File: src/source/video_consts.svh
`ifndef VIDEO_CONSTS_SVH
`define VIDEO_CONSTS_SVH

// raster geometry for the 384x224 arcade screen

`define VID_LAYERS      3       // number of tile layers
`define VID_LINES       262     // lines per frame

// sync positions
`define VID_HSYNC_START 9'h1dc  // HS rises here
`define VID_VSYNC_ON    9'h100  // line that sets VS
`define VID_VSYNC_OFF   9'd1    // line that clears VS

// horizontal blanking edges
`define VID_HB_LEFT     9'd64   // first visible pixel
`define VID_HB_RIGHT    9'd448  // first blanked pixel on the right

// vertical blanking edges
`define VID_VB_TOP      9'd15   // first visible line
`define VID_VB_BOTTOM   9'd238  // last visible line

// each ROM word holds eight pixels so 384/8 words per line
`define VID_WORDS       48

`endif
File: src/source/videoPkg.sv
package videoPkg;

    typedef logic [8:0]  hPos_t;      // pixel count within the line
    typedef logic [8:0]  vPos_t;      // line count within the frame
    typedef logic [3:0]  colorIdx_t;  // 0 is transparent
    typedef logic [1:0]  layerId_t;
    typedef logic [5:0]  pixel_t;     // layer above color index
    typedef logic [15:0] romAddr_t;   // layer, line[7:0], column[5:0]
    typedef logic [31:0] romWord_t;   // nibble k is pixel k

    // line fetch sequencing in each renderer
    typedef enum logic [2:0] {
        IDLE,
        REQ,
        WAITACK,
        WAITDROP,
        DONE
    } fetchState_t;

    // the arbiter idle state carries its own name so both enums share this scope
    typedef enum logic [2:0] {
        ARBIDLE,
        ROMREQ,
        ROMDROP,
        LAYERACK,
        LAYERDROP
    } arbState_t;

endpackage

File: src/source/videoTiming.sv
`timescale 1ns/100ps
`include "video_consts.svh"

module videoTiming (
    input  logic            clk,
    input  logic            rst,
    input  logic            cen,
    output videoPkg::hPos_t hdump,
    output videoPkg::vPos_t vdump,
    output videoPkg::vPos_t vrender,
    output logic            start,
    output logic            HS,
    output logic            VS,
    output logic            HB,
    output logic            VB,
    output logic            preVB
);

    videoPkg::vPos_t vrender1;  // two lines ahead of the display

    always_ff @(posedge clk) begin
        if (rst) begin
            hdump    <= '0;
            vdump    <= videoPkg::vPos_t'(`VID_LINES - 1);  // frame starts on the last line
            vrender  <= '0;                                 // one line ahead of vdump
            vrender1 <= 9'd1;
            start    <= 1'b1;  // first line gets fetched straight away
            HS       <= 1'b0;
            VS       <= 1'b0;
            HB       <= 1'b1;
            VB       <= 1'b1;
            preVB    <= 1'b0;
        end else if (cen) begin
            hdump <= hdump + 9'd1;  // 9 bits wrap from 511 to 0 on their own
            preVB <= vdump < `VID_VB_TOP || vdump > `VID_VB_BOTTOM;     // 224 lines shown
            HB    <= hdump >= `VID_HB_RIGHT || hdump < `VID_HB_LEFT;    // lags hdump by a tick

            if (hdump == `VID_HSYNC_START) begin
                HS <= 1'b1;
                // VS only moves on the HS edge so monitors lock cleanly
                if (vdump == `VID_VSYNC_ON) begin
                    VS <= 1'b1;
                end
                if (vdump == `VID_VSYNC_OFF) begin
                    VS <= 1'b0;
                end
            end
            if (hdump == '0) begin
                HS <= 1'b0;  // sync pulse ends at the wrap
            end

            start <= &hdump;  // high while hdump is 0

            if (&hdump) begin
                // line counters advance as a chain
                vrender1 <= (vrender1 == videoPkg::vPos_t'(`VID_LINES - 1)) ? '0
                                                                             : vrender1 + 9'd1;
                vrender  <= vrender1;
                vdump    <= vrender;
                VB       <= preVB;  // vertical blank flips only at line start
            end
        end
    end

endmodule

File: config.mk
export PLATFORM = sky130hd
export DESIGN_NAME = videoTiming
export DESIGN_NICKNAME = d
export VERILOG_FILES = /design/src/source/videoPkg.sv /design/src/source/videoTiming.sv
export VERILOG_INCLUDE_DIRS = /design/src /design/src/source
export SDC_FILE = /design/constraint.sdc
export NUM_CORES = 1
export LEC_CHECK = 0
export BUFFER_PORTS_ARGS = -buffer_cell sky130_fd_sc_hd__buf_2
export CAP_MARGIN = 20
export CORE_MARGIN = 3
export CORE_UTILIZATION = 53
export DETAILED_ROUTE_END_ITERATION = 8
export GPL_ROUTABILITY_DRIVEN = 1
export PLACE_DENSITY = 0.77
export SLEW_MARGIN = 20
export SYNTH_ARGS = -nofsm -noshare
export SYNTH_HDL_FRONTEND = slang
export SYNTH_SLANG_ARGS = --single-unit
export TNS_END_PERCENT = 10
File: constraint.sdc
create_clock -name clk -period 1.9 [get_ports clk]
set_input_delay 0 -clock clk [delete_from_list [all_inputs] [get_ports clk]]
set_output_delay 0 -clock clk [all_outputs]
set_load 0.1 [all_outputs]
== Word level (Yosys, flattened, before mapping) ==
Cells that the tools add are included.

* Input port bits: 3
* Output and inout port bits: 33
* Bits in registers: 42
* Logic and storage cells: 34

* Equal/unequal tests: 4
* Order comparisons: 4
* Add/sub/neg operators: 2
* Muxes and demuxes: 5
* Reduce and logical (&&, ||, !) cells: 9

{| class="wikitable"
|+ Operator list
! cell !! number
|-
| equality test 9 bit, second input constant || 3
|-
| adder 9 x 1 -> 9 bit, second input constant || 2
|-
| AND reduction 10 bit || 1
|-
| equality test 9 x 1 -> 1 bit, second input constant || 1
|-
| >= comparator 9 bit, second input constant || 1
|-
| greater-than comparator 9 x 8 -> 1 bit, second input constant || 1
|-
| zero test 9 bit || 1
|-
| < comparator 9 x 4 -> 1 bit, second input constant || 1
|-
| < comparator 9 x 7 -> 1 bit, second input constant || 1
|-
| 2-to-1 mux 9 bit || 1
|-
| AND reduction 9 bit || 1
|-
| 2-to-1 mux 1 bit || 4
|-
| nonzero test 2 bit || 2
|-
| AND reduction 3 bit || 1
|-
| logical OR 1 bit || 2
|-
| AND reduction 2 bit || 1
|}

== Longest topological paths before layout ==
Gate-level depths: netlist (run 1).

* Depth after elaboration: 3
* Gate-level depth with buffers: 6
* Mapped depth without buffers: 6

== Worst setup path before layout (run 1) ==
Ideal clock, no wire load.

* Kind: reg2reg
* From: register hdump[0]
* To: register vrender1[5]
* Arrival time: 2.467 ns
* Cell stages (with the launch flop): 6
* Path buffers: 1
* Data required time: 1.827 ns
* Path slack: -0.640 ns
* Library setup time: 0.073 ns
* Path through: dfxtp_1 > nand3_2 > or3_1 > buf_2 > or4_1 > a21oi_1

* Cells in the longest elaborated chain, start to end: 1

{| class="wikitable"
|+ RTL lines
! element !! RTL line !! RTL
|-
| start: declaration || videoTiming.sv:8 || <nowiki>output videoPkg::hPos_t hdump,</nowiki>
|-
| start signal: assignment || videoTiming.sv:34 || <nowiki>hdump <= hdump + 9'd1;</nowiki>
|-
| AND reduction 10 bit (no source line) || n/a ||
|-
| end signal: assignment || videoTiming.sv:56 || <nowiki>vrender1 <= (vrender1 == videoPkg::vPos_t'(`VID_LINES - 1)) ? '0</nowiki>
|-
| end: declaration || videoTiming.sv:19 || <nowiki>videoPkg::vPos_t vrender1;</nowiki>
|}

No other way between the ends.
A chain may end at the register's enable or synchronous reset.

== Worst setup path after layout (run 1) ==
* From: register hdump[0]
* To: register vrender1[7]

The elaborated chain is that of the path after synthesis.

==> flow_summary_export.csv, run 1 <==
group,metric,value,unit
synthesis,synth_common_cells,"nand2_1 (47), dfxtp_1 (42), a21oi_1 (19), nor2_1 (14), nand3_1 (12)",
power,leakage,0.8264,nW
power,total_power,1.401,mW
synthesis,synth_warnings,0,
synthesis,synth-seq-cells,42,
timing,finalMaxSlewViolations,0,
global_routing,antenna_found_initial,0,
synthesis,synth_edf_count,0,
floorplanning,core_area,0.003153,sq mm
synthesis,ys_seq_area_frac,0.4647,
critical_path,cp-end-kind,"flip-flop",
final_layout,areaGrowthSynthToFinish,18.40,%
clocking,cts-hold-fix-buffers,0,
floorplanning,die_area,0.004151,sq mm
timing,max_freq,573.9,MHz
synthesis,synth_top_area_cell,"dfxtp_1",
power,vdd_drop_max,0.4690,mV
synthesis,yosysMostFrequentCell,"nand2_1",
route,drt_iter0_drc,90,
final_layout,diodes,0,
synthesis,synthTopCellsByArea,"dfxtp_1 (46%), nand2_1 (9.8%), a21oi_1 (5.3%)",
critical_path,max_stage_delay,0.53,ns
floorplanning,ios,36,
global_routing,grt_pass1_vias,1372,
place,routabilityCongestion,0.7824,
clocking,cts-resized-gates,0,
critical_path,crit_type,"reg2reg",
timing,period_share,0.9171,
critical_path,cp-start-kind,"flip-flop",
clocking,insertion_delay,0.34,ns
synthesis,synth_top_area_frac,0.4647,
job,maxCapViolations,0,
place,io_buffers,35,
synthesis,synth_area_per_cell,8.150,sq um
synthesis,synth_area,0.001809,sq mm
critical_path,cp.required,2.18,ns
clocking,cts_setup_buffers,0,
power,power_density,653.9,mW/mm^2
synthesis,synth-main-ff-cell,"dfxtp_1",
status,outcome,"complete, no violations",
clocking,cts_tree,"built",
critical_path,path_cells,"nand3_4 > or3_1 > or4_1 > a21oi_1",
critical_path,cp_max_fo,9,
synthesis,synthCells,222,
clocking,cts_buffers,5,
timing,worstMarginPinSlew,0.4921,ns
timing,setup_viol_count_final,0,
global_routing,grt_first_pass_wirelength,6.258,mm
route,post_drt_wl_per_cell,12.63,um
route,drc,0,
timing,rsz0062_at_grt,"false",
min_path,min_path_type,"in2reg",
floorplanning,start_util,0.5738,
final_layout,drive_gt1_frac,0.2287,
route,wl,3.814,mm
floorplanning,row_count,20,
clocking,htreeDepth,2,
critical_path,cp_top_family,"simple AND/OR/NAND/NOR gates",
global_routing,grt-ovfl-total,0,
place,dp_hpwl,2.817,mm
timing,clock_skew,0.009432,ns
clocking,cts.sinks,42,
timing,hold_viol_final,0,
route,vias,1585,
critical_path,critPathSlowestCell,"or4_1",
final_layout,fin_nets,266,
critical_path,arrival,2.02,ns
global_routing,grt_max_degree,30,
synthesis,synth_cell_types,30,
clocking,clk_path_buf_depth,2,
route,via_per_inst,5.248,
timing,relSlewSlack,0.6742,
synthesis,async_flop_share,0,
synthesis,synthesis.nets,230,
floorplanning,die_height,64.43,um
final_layout,utilization,0.6794,
route,firstDrtPassIters,4,
clocking,cts_root_buffer,"clkbuf_4",
route,ant_nets,0,
critical_path,path_buf_inv,0,
global_routing,track_usage,0.1909,
floorplanning,die_w,64.43,um
clocking,clk_pin_slew,0.11,ns
timing,setup_tns,0,ns
timing,period_minus_slack,1.742,ns
## cells in the final DEF (no fill, tap or decap), types with 6 or more instances in the layout
| cell | instances |
|---|---|
| nor2_1 | 14 |
| o21ai_0 | 6 |
| nand3_1 | 12 |
| buf_4 | 7 |
| nor4_1 | 6 |
| nor3_1 | 7 |
| dfxtp_1 | 33 |
| xnor2_1 | 7 |
| dfxtp_4 | 9 |
| inv_1 | 8 |
| nand4_1 | 7 |
| buf_2 | 35 |
| nand2_1 | 47 |
| a21oi_1 | 19 |
## layout make-up
cell class	count	area [sq um]
clock buffers	7	45.04
multi-input cells	159	909.6
flip-flops and latches	42	874.6
well taps	44	55.05
inverters	8	30.03
repair buffers	42	227.7
fillers	276	1011
## worst paths after layout
check / slack (ns) / from / depth (start not counted) / end
worst max-delay path: 0.16 / hdump[0] / 4 / vrender1[7]
worst min-delay path: 0.02 / rst / 3 / HB
worst max register to register: 0.16 / hdump[0] / 4 / vrender1[7]
worst min register to register: 0.48 / vrender[1] / 2 / vdump[1]
## tightest hold or removal path: stages
cell and delay, ns:
buf_2 0.09, inv_1 0.15, nand2_1 0.09
## metrics by stage
stage	hold slack (ns)	instance area, sq um	cells	worst slack, ns
after global placement	0.3701	2097	295	0.2142
final	0.01911	2142	302	0.1575
after CTS	0.005425	2142	302	0.1517
after detailed placement	0.3728	2097	295	0.1638
after floorplan	0.2187	1859	222	0.01722
after global routing	0.01986	2142	302	0.04814
## power by group
group          total [mW]  switching [mW]  internal, mW
registers           0.894          0.0133         0.880
logic               0.115          0.0918        0.0236
clock network       0.392           0.252         0.140
## sequential cells by signal, summed over array words and instances (netlist names)
name      count
HS            1
VS            1
VB            1
preVB         1
hdump         9
start         1
vrender1      9
HB            1
vdump         9
vrender       9
## layer usage
metal | vias up | track usage | wire length, um
met4 | 0 | 0.06332 | 43
met1 | 700 | 0.2579 | 1885
li1 | 846 | - | -
met3 | 4 | 0.05026 | 203
met2 | 35 | 0.2964 | 1682
met5 | - | 0 | 0
## cell families (layout without fill, tap and decap cells)
group                    count (synthesis)  after routing  synth area share
buffers and inverters                   21             57           0.04426
flip-flops                              42             42            0.4647
AO/OA/AOI/OAI                           36             36            0.1155
multiplexers                             3              3           0.01660
XOR/XNOR                                10             10           0.04841
AND/OR/NAND/NOR                        105            105            0.2759
adder cells (fa/ha/maj)                  5              5           0.03458
(Power assumes the default switching activity.)
==> run 2, diff against run 1 <==
- SETUP_SLACK_MARGIN: default -> 0.5
==> run 2 against run 1 <==
Net effect:
- sequential cell count unchanged
- register-to-register slack improved by 0.14 ns
- critical path depth unchanged
- combinational power increased by 17%
- first-iteration DRC count increased by 86%
- clock power increased by 33%
- highest routed layer unchanged
- die area unchanged
==> flow_summary_export.csv, run 2 (synthesis gave the netlist of run 1 again) <==
group,metric,value,unit
floorplanning,die_area,0.004151,sq mm
power,leakage,0.9410,nW
global_routing,antenna_found_initial,0,
place,routabilityCongestion,0.7809,
critical_path,cp_max_fo,6,
timing,clock_skew,0.004525,ns
final_layout,fin_nets,280,
place,io_buffers,35,
critical_path,cp-end-kind,"flip-flop",
timing,worstMarginPinSlew,0.4954,ns
clocking,clk_pin_slew,0.12,ns
timing,setup_viol_count_final,0,
route,wl,4.822,mm
critical_path,cp-start-kind,"flip-flop",
timing,hold_slack,0.03007,ns
critical_path,arrival,1.90,ns
clocking,clk_path_buf_depth,2,
route,via_per_inst,5.659,
route,vias,1794,
timing,relSlewSlack,0.6720,
clocking,cts_root_buffer,"clkbuf_4",
clocking,cts.sinks,42,
global_routing,grt_first_pass_wirelength,7.831,mm
global_routing,grt_pass1_vias,1666,
route,drc,0,
floorplanning,row_count,20,
timing,hold_viol_final,0,
clocking,cts_buffers,5,
route,ant_nets,0,
final_layout,layout_commonest_cell,"nand2_1",
clocking,cts_tree,"built",
clocking,insertion_delay,0.36,ns
global_routing,grt-ovfl-total,0,
global_routing,track_usage,0.2385,
final_layout,drive_gt1_frac,0.3333,
final_layout,areaGrowthSynthToFinish,30.64,%
floorplanning,start_util,0.5738,
route,drt_iter0_drc,167,
route,firstDrtPassIters,5,
floorplanning,die_height,64.43,um
status,outcome,"complete, no violations",
min_path,min_path_type,"in2reg",
final_layout,fillCellCount,256,
critical_path,cp.required,2.19,ns
timing,finalMaxSlewViolations,0,
final_layout,diodes,0,
floorplanning,ios,36,
route,post_drt_wl_per_cell,15.21,um
final_layout,most-common-layout-cells,"nand2_1 (47), buf_2 (35), dfxtp_1 (28), buf_4 (21), a21oi_1 (18)",
timing,rsz0062_at_grt,"true",
place,dp.cells,295,
final_layout,fin_cells,317,
job,maxCapViolations,0,
global_routing,grt_max_degree,30,
timing,period_minus_slack,1.604,ns
timing,setup_tns,0,ns
timing,period_share,0.8443,
power,power_density,652.0,mW/mm^2
power,vdd_drop_max,0.4562,mV
clocking,cts-hold-fix-buffers,0,
place,dp_hpwl,2.891,mm
floorplanning,core_area,0.003153,sq mm
timing,max_freq,623.4,MHz
clocking,htreeDepth,2,
floorplanning,die_w,64.43,um
critical_path,crit_type,"reg2reg",
-- run 2: worst paths after layout --
path,startpoint,to,slack [ns],cells after the start
max reg2reg,hdump[3],vrender1[5],0.30,4
min,cen,preVB,0.03,2
max,hdump[3],vrender1[5],0.30,4
min reg2reg,VB,VB,0.48,2
-- run 2: layout make-up --
type | count | area [sq um] | share of cell area
clock inverter | 1 | 6.256 | 0.002647
multi-input combinational | 159 | 984.7 | 0.4166
clock buffer | 7 | 66.31 | 0.02806
inverter | 8 | 30.03 | 0.01271
timing repair buffer | 56 | 332.8 | 0.1408
sequential | 42 | 888.4 | 0.3759
tap | 44 | 55.05 | 0.02329
-- run 2: layer usage --
metal  GRT usage  up-vias  routed length (um)
li1            -      879                   -
met1      0.3062      858                2142
met2      0.3943       48                2346
met3     0.04506        9                 267
met4     0.09499        0                  65
met5           0        -                   0
-- run 2: power by group --
part	total [mW]	switching, mW	internal (mW)
combinational	0.135	0.105	0.0294
sequential	0.885	0.00901	0.876
clock	0.521	0.295	0.226
-- run 2: critical path, cell delays in order (launching register included) --
cell     delay (ns)
dfxtp_4        0.37
nand3_2        0.11
or3_4          0.43
or4_4          0.49
a21oi_2        0.13
-- run 2: per-stage QoR --
stage          area (sq um)    util  setup slack, ns  power, mW
2_1_floorplan          1866       -          0.03313      1.005
3_3_place_gp           2097  0.6651           0.2509      1.027
3_5_place_dp           2097  0.6651           0.1918      1.028
4_1_cts                2297  0.7286           0.3673      1.539
5_1_grt                2364  0.7496           0.2553      1.598
6_report               2364  0.7496           0.2959      1.541
-- run 2: repair_timing --
| action | CTS | global route |
|---|---|---|
| setup endpoints to repair | 31 | 32 |
| buffers inserted | 13 | 1 |
| cloned | 0 | 0 |
| pin swaps | 5 | 1 |
| resized for setup | 8 | 14 |
==> run 3, diff against run 2 <==
- ABC_AREA: default -> 1
- CORE_UTILIZATION: 53 -> 49
- PLACE_DENSITY: 0.77 -> 0.74
- clock period: 1.9 -> 1.35 ns (I/O delays scaled with it)
==> run 3 against run 2 <==
Net effect:
- the flow now finishes with violations (negative setup slack)
- clock-buffer cell count unchanged
- core utilization up 3.8 points
- first-iteration DRC count up 7.2%
- sequential power up 41%
- sequential share of layout area down 6.8 points
- fmax up 16%
- critical path depth up 1
- critical endpoint is now hdump[8]
- largest power group unchanged
==> flow_summary_export.csv, run 3 <==
group,metric,value,unit
final_layout,layout_commonest_cell,"nand2_1",
route,drt_iter0_drc,179,
place,dp_hpwl,3.053,mm
synthesis,synth_warnings,0,
synthesis,synthCells,277,
timing,finalMaxSlewViolations,0,
floorplanning,start_util,0.5204,
critical_path,cp_top_family,"flip-flops",
synthesis,synthTopCellsByArea,"dfxtp_1 (43%), nand2_1 (16%), a21oi_1 (9.0%)",
synthesis,synth_cell_types,24,
place,io_buffers,35,
status,outcome,"finished, violations left",
final_layout,fin_nets,334,
clocking,htreeDepth,2,
power,power_density,894.4,mW/mm^2
route,firstDrtPassIters,4,
critical_path,path_buf_inv,0,
synthesis,async_flop_share,0,
synthesis,synthesis.nets,285,
floorplanning,core_area,0.003744,sq mm
place,dp.cells,358,
timing,period_minus_slack,1.387,ns
global_routing,grt.busiest_layer,"met2",
critical_path,cp.required,1.52,ns
timing,period_share,1.027,
synthesis,synth-main-ff-cell,"dfxtp_1",
place,routabilityCongestion,0.8728,
timing,relSlewSlack,0.6700,
synthesis,synth_top_area_cell,"dfxtp_1",
global_routing,antenna_found_initial,0,
clocking,cts_tree,"built",
global_routing,met1_usage,0.2647,
global_routing,use_met2,0.2691,
critical_path,cp_max_fo,5,
floorplanning,ios,36,
clocking,cts-hold-fix-buffers,0,
critical_path,arrival,1.56,ns
floorplanning,die_height,69.06,um
synthesis,synth_edf_count,0,
route,wl,6.077,mm
synthesis,synth_common_cells,"nand2_1 (83), dfxtp_1 (42), a21oi_1 (35), inv_1 (25), nor2_1 (23)",
power,vdd_drop_max,0.6303,mV
floorplanning,die_w,69.06,um
critical_path,critPathSlowestCell,"dfxtp_4",
global_routing,grt_pass1_vias,1571,
timing,hold_viol_final,0,
critical_path,crit_type,"reg2reg",
final_layout,fin_cells,375,
clocking,cts_root_buffer,"clkbuf_8",
route,drc,0,
job,maxCapViolations,0,
clocking,clk_pin_slew,0.08,ns
timing,setup_viol_count_final,2,
clocking,insertion_delay,0.30,ns
critical_path,path_cells,"nand4_1 > nor3_2 > ha_1 > o21ai_1 > a21oi_1",
synthesis,synth_top_area_frac,0.4316,
critical_path,cp-end-kind,"flip-flop",
global_routing,grt-ovfl-total,0,
clocking,clk_path_buf_depth,2,
synthesis,synth-seq-cells,42,
status,violations,"negative setup slack",
synthesis,synth_area_per_cell,7.033,sq um
timing,worstMarginPinSlew,0.4984,ns
route,via_per_inst,5.488,
synthesis,yosysMostFrequentCell,"nand2_1",
clocking,cts_buffers,5,
synthesis,ys_seq_area_frac,0.4316,
route,post_drt_wl_per_cell,16.21,um
route,vias,2058,
final_layout,most-common-layout-cells,"nand2_1 (79), a21oi_1 (35), buf_12 (25), inv_1 (23), nor2_1 (19)",
timing,max_freq,721.1,MHz
timing,setup_ws,-0.03680,ns
critical_path,cp-start-kind,"flip-flop",
power,leakage,1.193,nW
route,ant_nets,0,
clocking,cts.sinks,42,
floorplanning,die_area,0.004769,sq mm
global_routing,grt_max_degree,25,
critical_path,max_stage_delay,0.40,ns
final_layout,drive_gt1_frac,0.3364,
timing,rsz0062_at_grt,"true",
min_path,min_path_type,"in2reg",
final_layout,fillCellCount,216,
global_routing,use_met3,0.04810,
global_routing,grt_first_pass_wirelength,7.231,mm
floorplanning,row_count,22,
final_layout,diodes,0,
timing,hold_slack,0.07492,ns
timing,clock_skew,0.007772,ns
global_routing,track_usage,0.1842,
final_layout,areaGrowthSynthToFinish,51.32,%
synthesis,synth_area,0.001948,sq mm
run 3: power by group:
group          internal [mW]  leakage, nW  switching, mW  total (mW)
clock network          0.714       0.0696          0.435        1.15
registers               1.23        0.350         0.0229        1.25
logic                 0.0705        0.774          0.164       0.234
total                   2.01         1.19          0.622        2.64
run 3: worst paths after layout:
path / start / end / slack (ns) / cells after the start
setup / recovery: hdump[6] / hdump[8] / -0.04 / 5
hold / removal: rst / vdump[2] / 0.07 / 3
setup reg to reg: hdump[6] / hdump[8] / -0.04 / 5
hold reg to reg: hdump[3] / hdump[3] / 0.47 / 1
run 3: stage by stage:
step / total power, mW / util / TNS [ns] / worst slack (ns) / cell area [sq um]
floorplan: 1.438 / - / -2.048 / -0.1146 / 2032
global placement: 1.467 / 0.6059 / 0 / 0.06822 / 2268
detailed placement: 1.469 / 0.6059 / 0 / 0.009875 / 2268
CTS: 2.614 / 0.6524 / 0 / 0.06551 / 2442
global route: 2.720 / 0.7874 / -0.8335 / -0.1034 / 2948
finish: 2.636 / 0.7874 / -0.05804 / -0.03680 / 2948
run 3: logic make-up (layout without fill, tap and decap cells):
family                     Yosys count  in the layout  share of synthesized area
buffers and inverters               36             86                    0.08477
AOI/OAI and AO/OA                   46             46                     0.1233
adders and majority gates            5              5                    0.03211
xor gates and xnor gates             1              1                   0.004497
DFF                                 42             42                     0.4316
and+or+nand+nor                    147            147                     0.3237
run 3: final cells by class:
type                    instances  area, sq um  share of cell area
clock buffers                   7        107.6             0.03650
clock inverters                 1        30.03             0.01019
inverters                      27        103.9             0.03523
multi-input cells             199         1039              0.3523
flip-flops and latches         42        908.4              0.3081
well taps                      48        60.06             0.02037
repair buffers                 51        699.4              0.2373
run 3: what timing repair did:
item,in CTS,in global routing
buffers inserted,4,3
setup endpoints to repair,73,74
gates resized for setup,3,154
pin swaps,2,14
gates cloned,0,2
endpoints found under the hold margin,0,0
run 3: per-layer routing:
| layer | vias up | wire, um |
|---|---|---|
| met5 | - | 0 |
| met4 | 0 | 129 |
| met3 | 18 | 274 |
| met2 | 70 | 3081 |
| met1 | 979 | 2592 |
| li1 | 991 | - |
run 3: worst min-delay path, delay by kind of cell:
family,cells,cell delay (ns)
simple gates,1,0.12
buf+inv,2,0.22
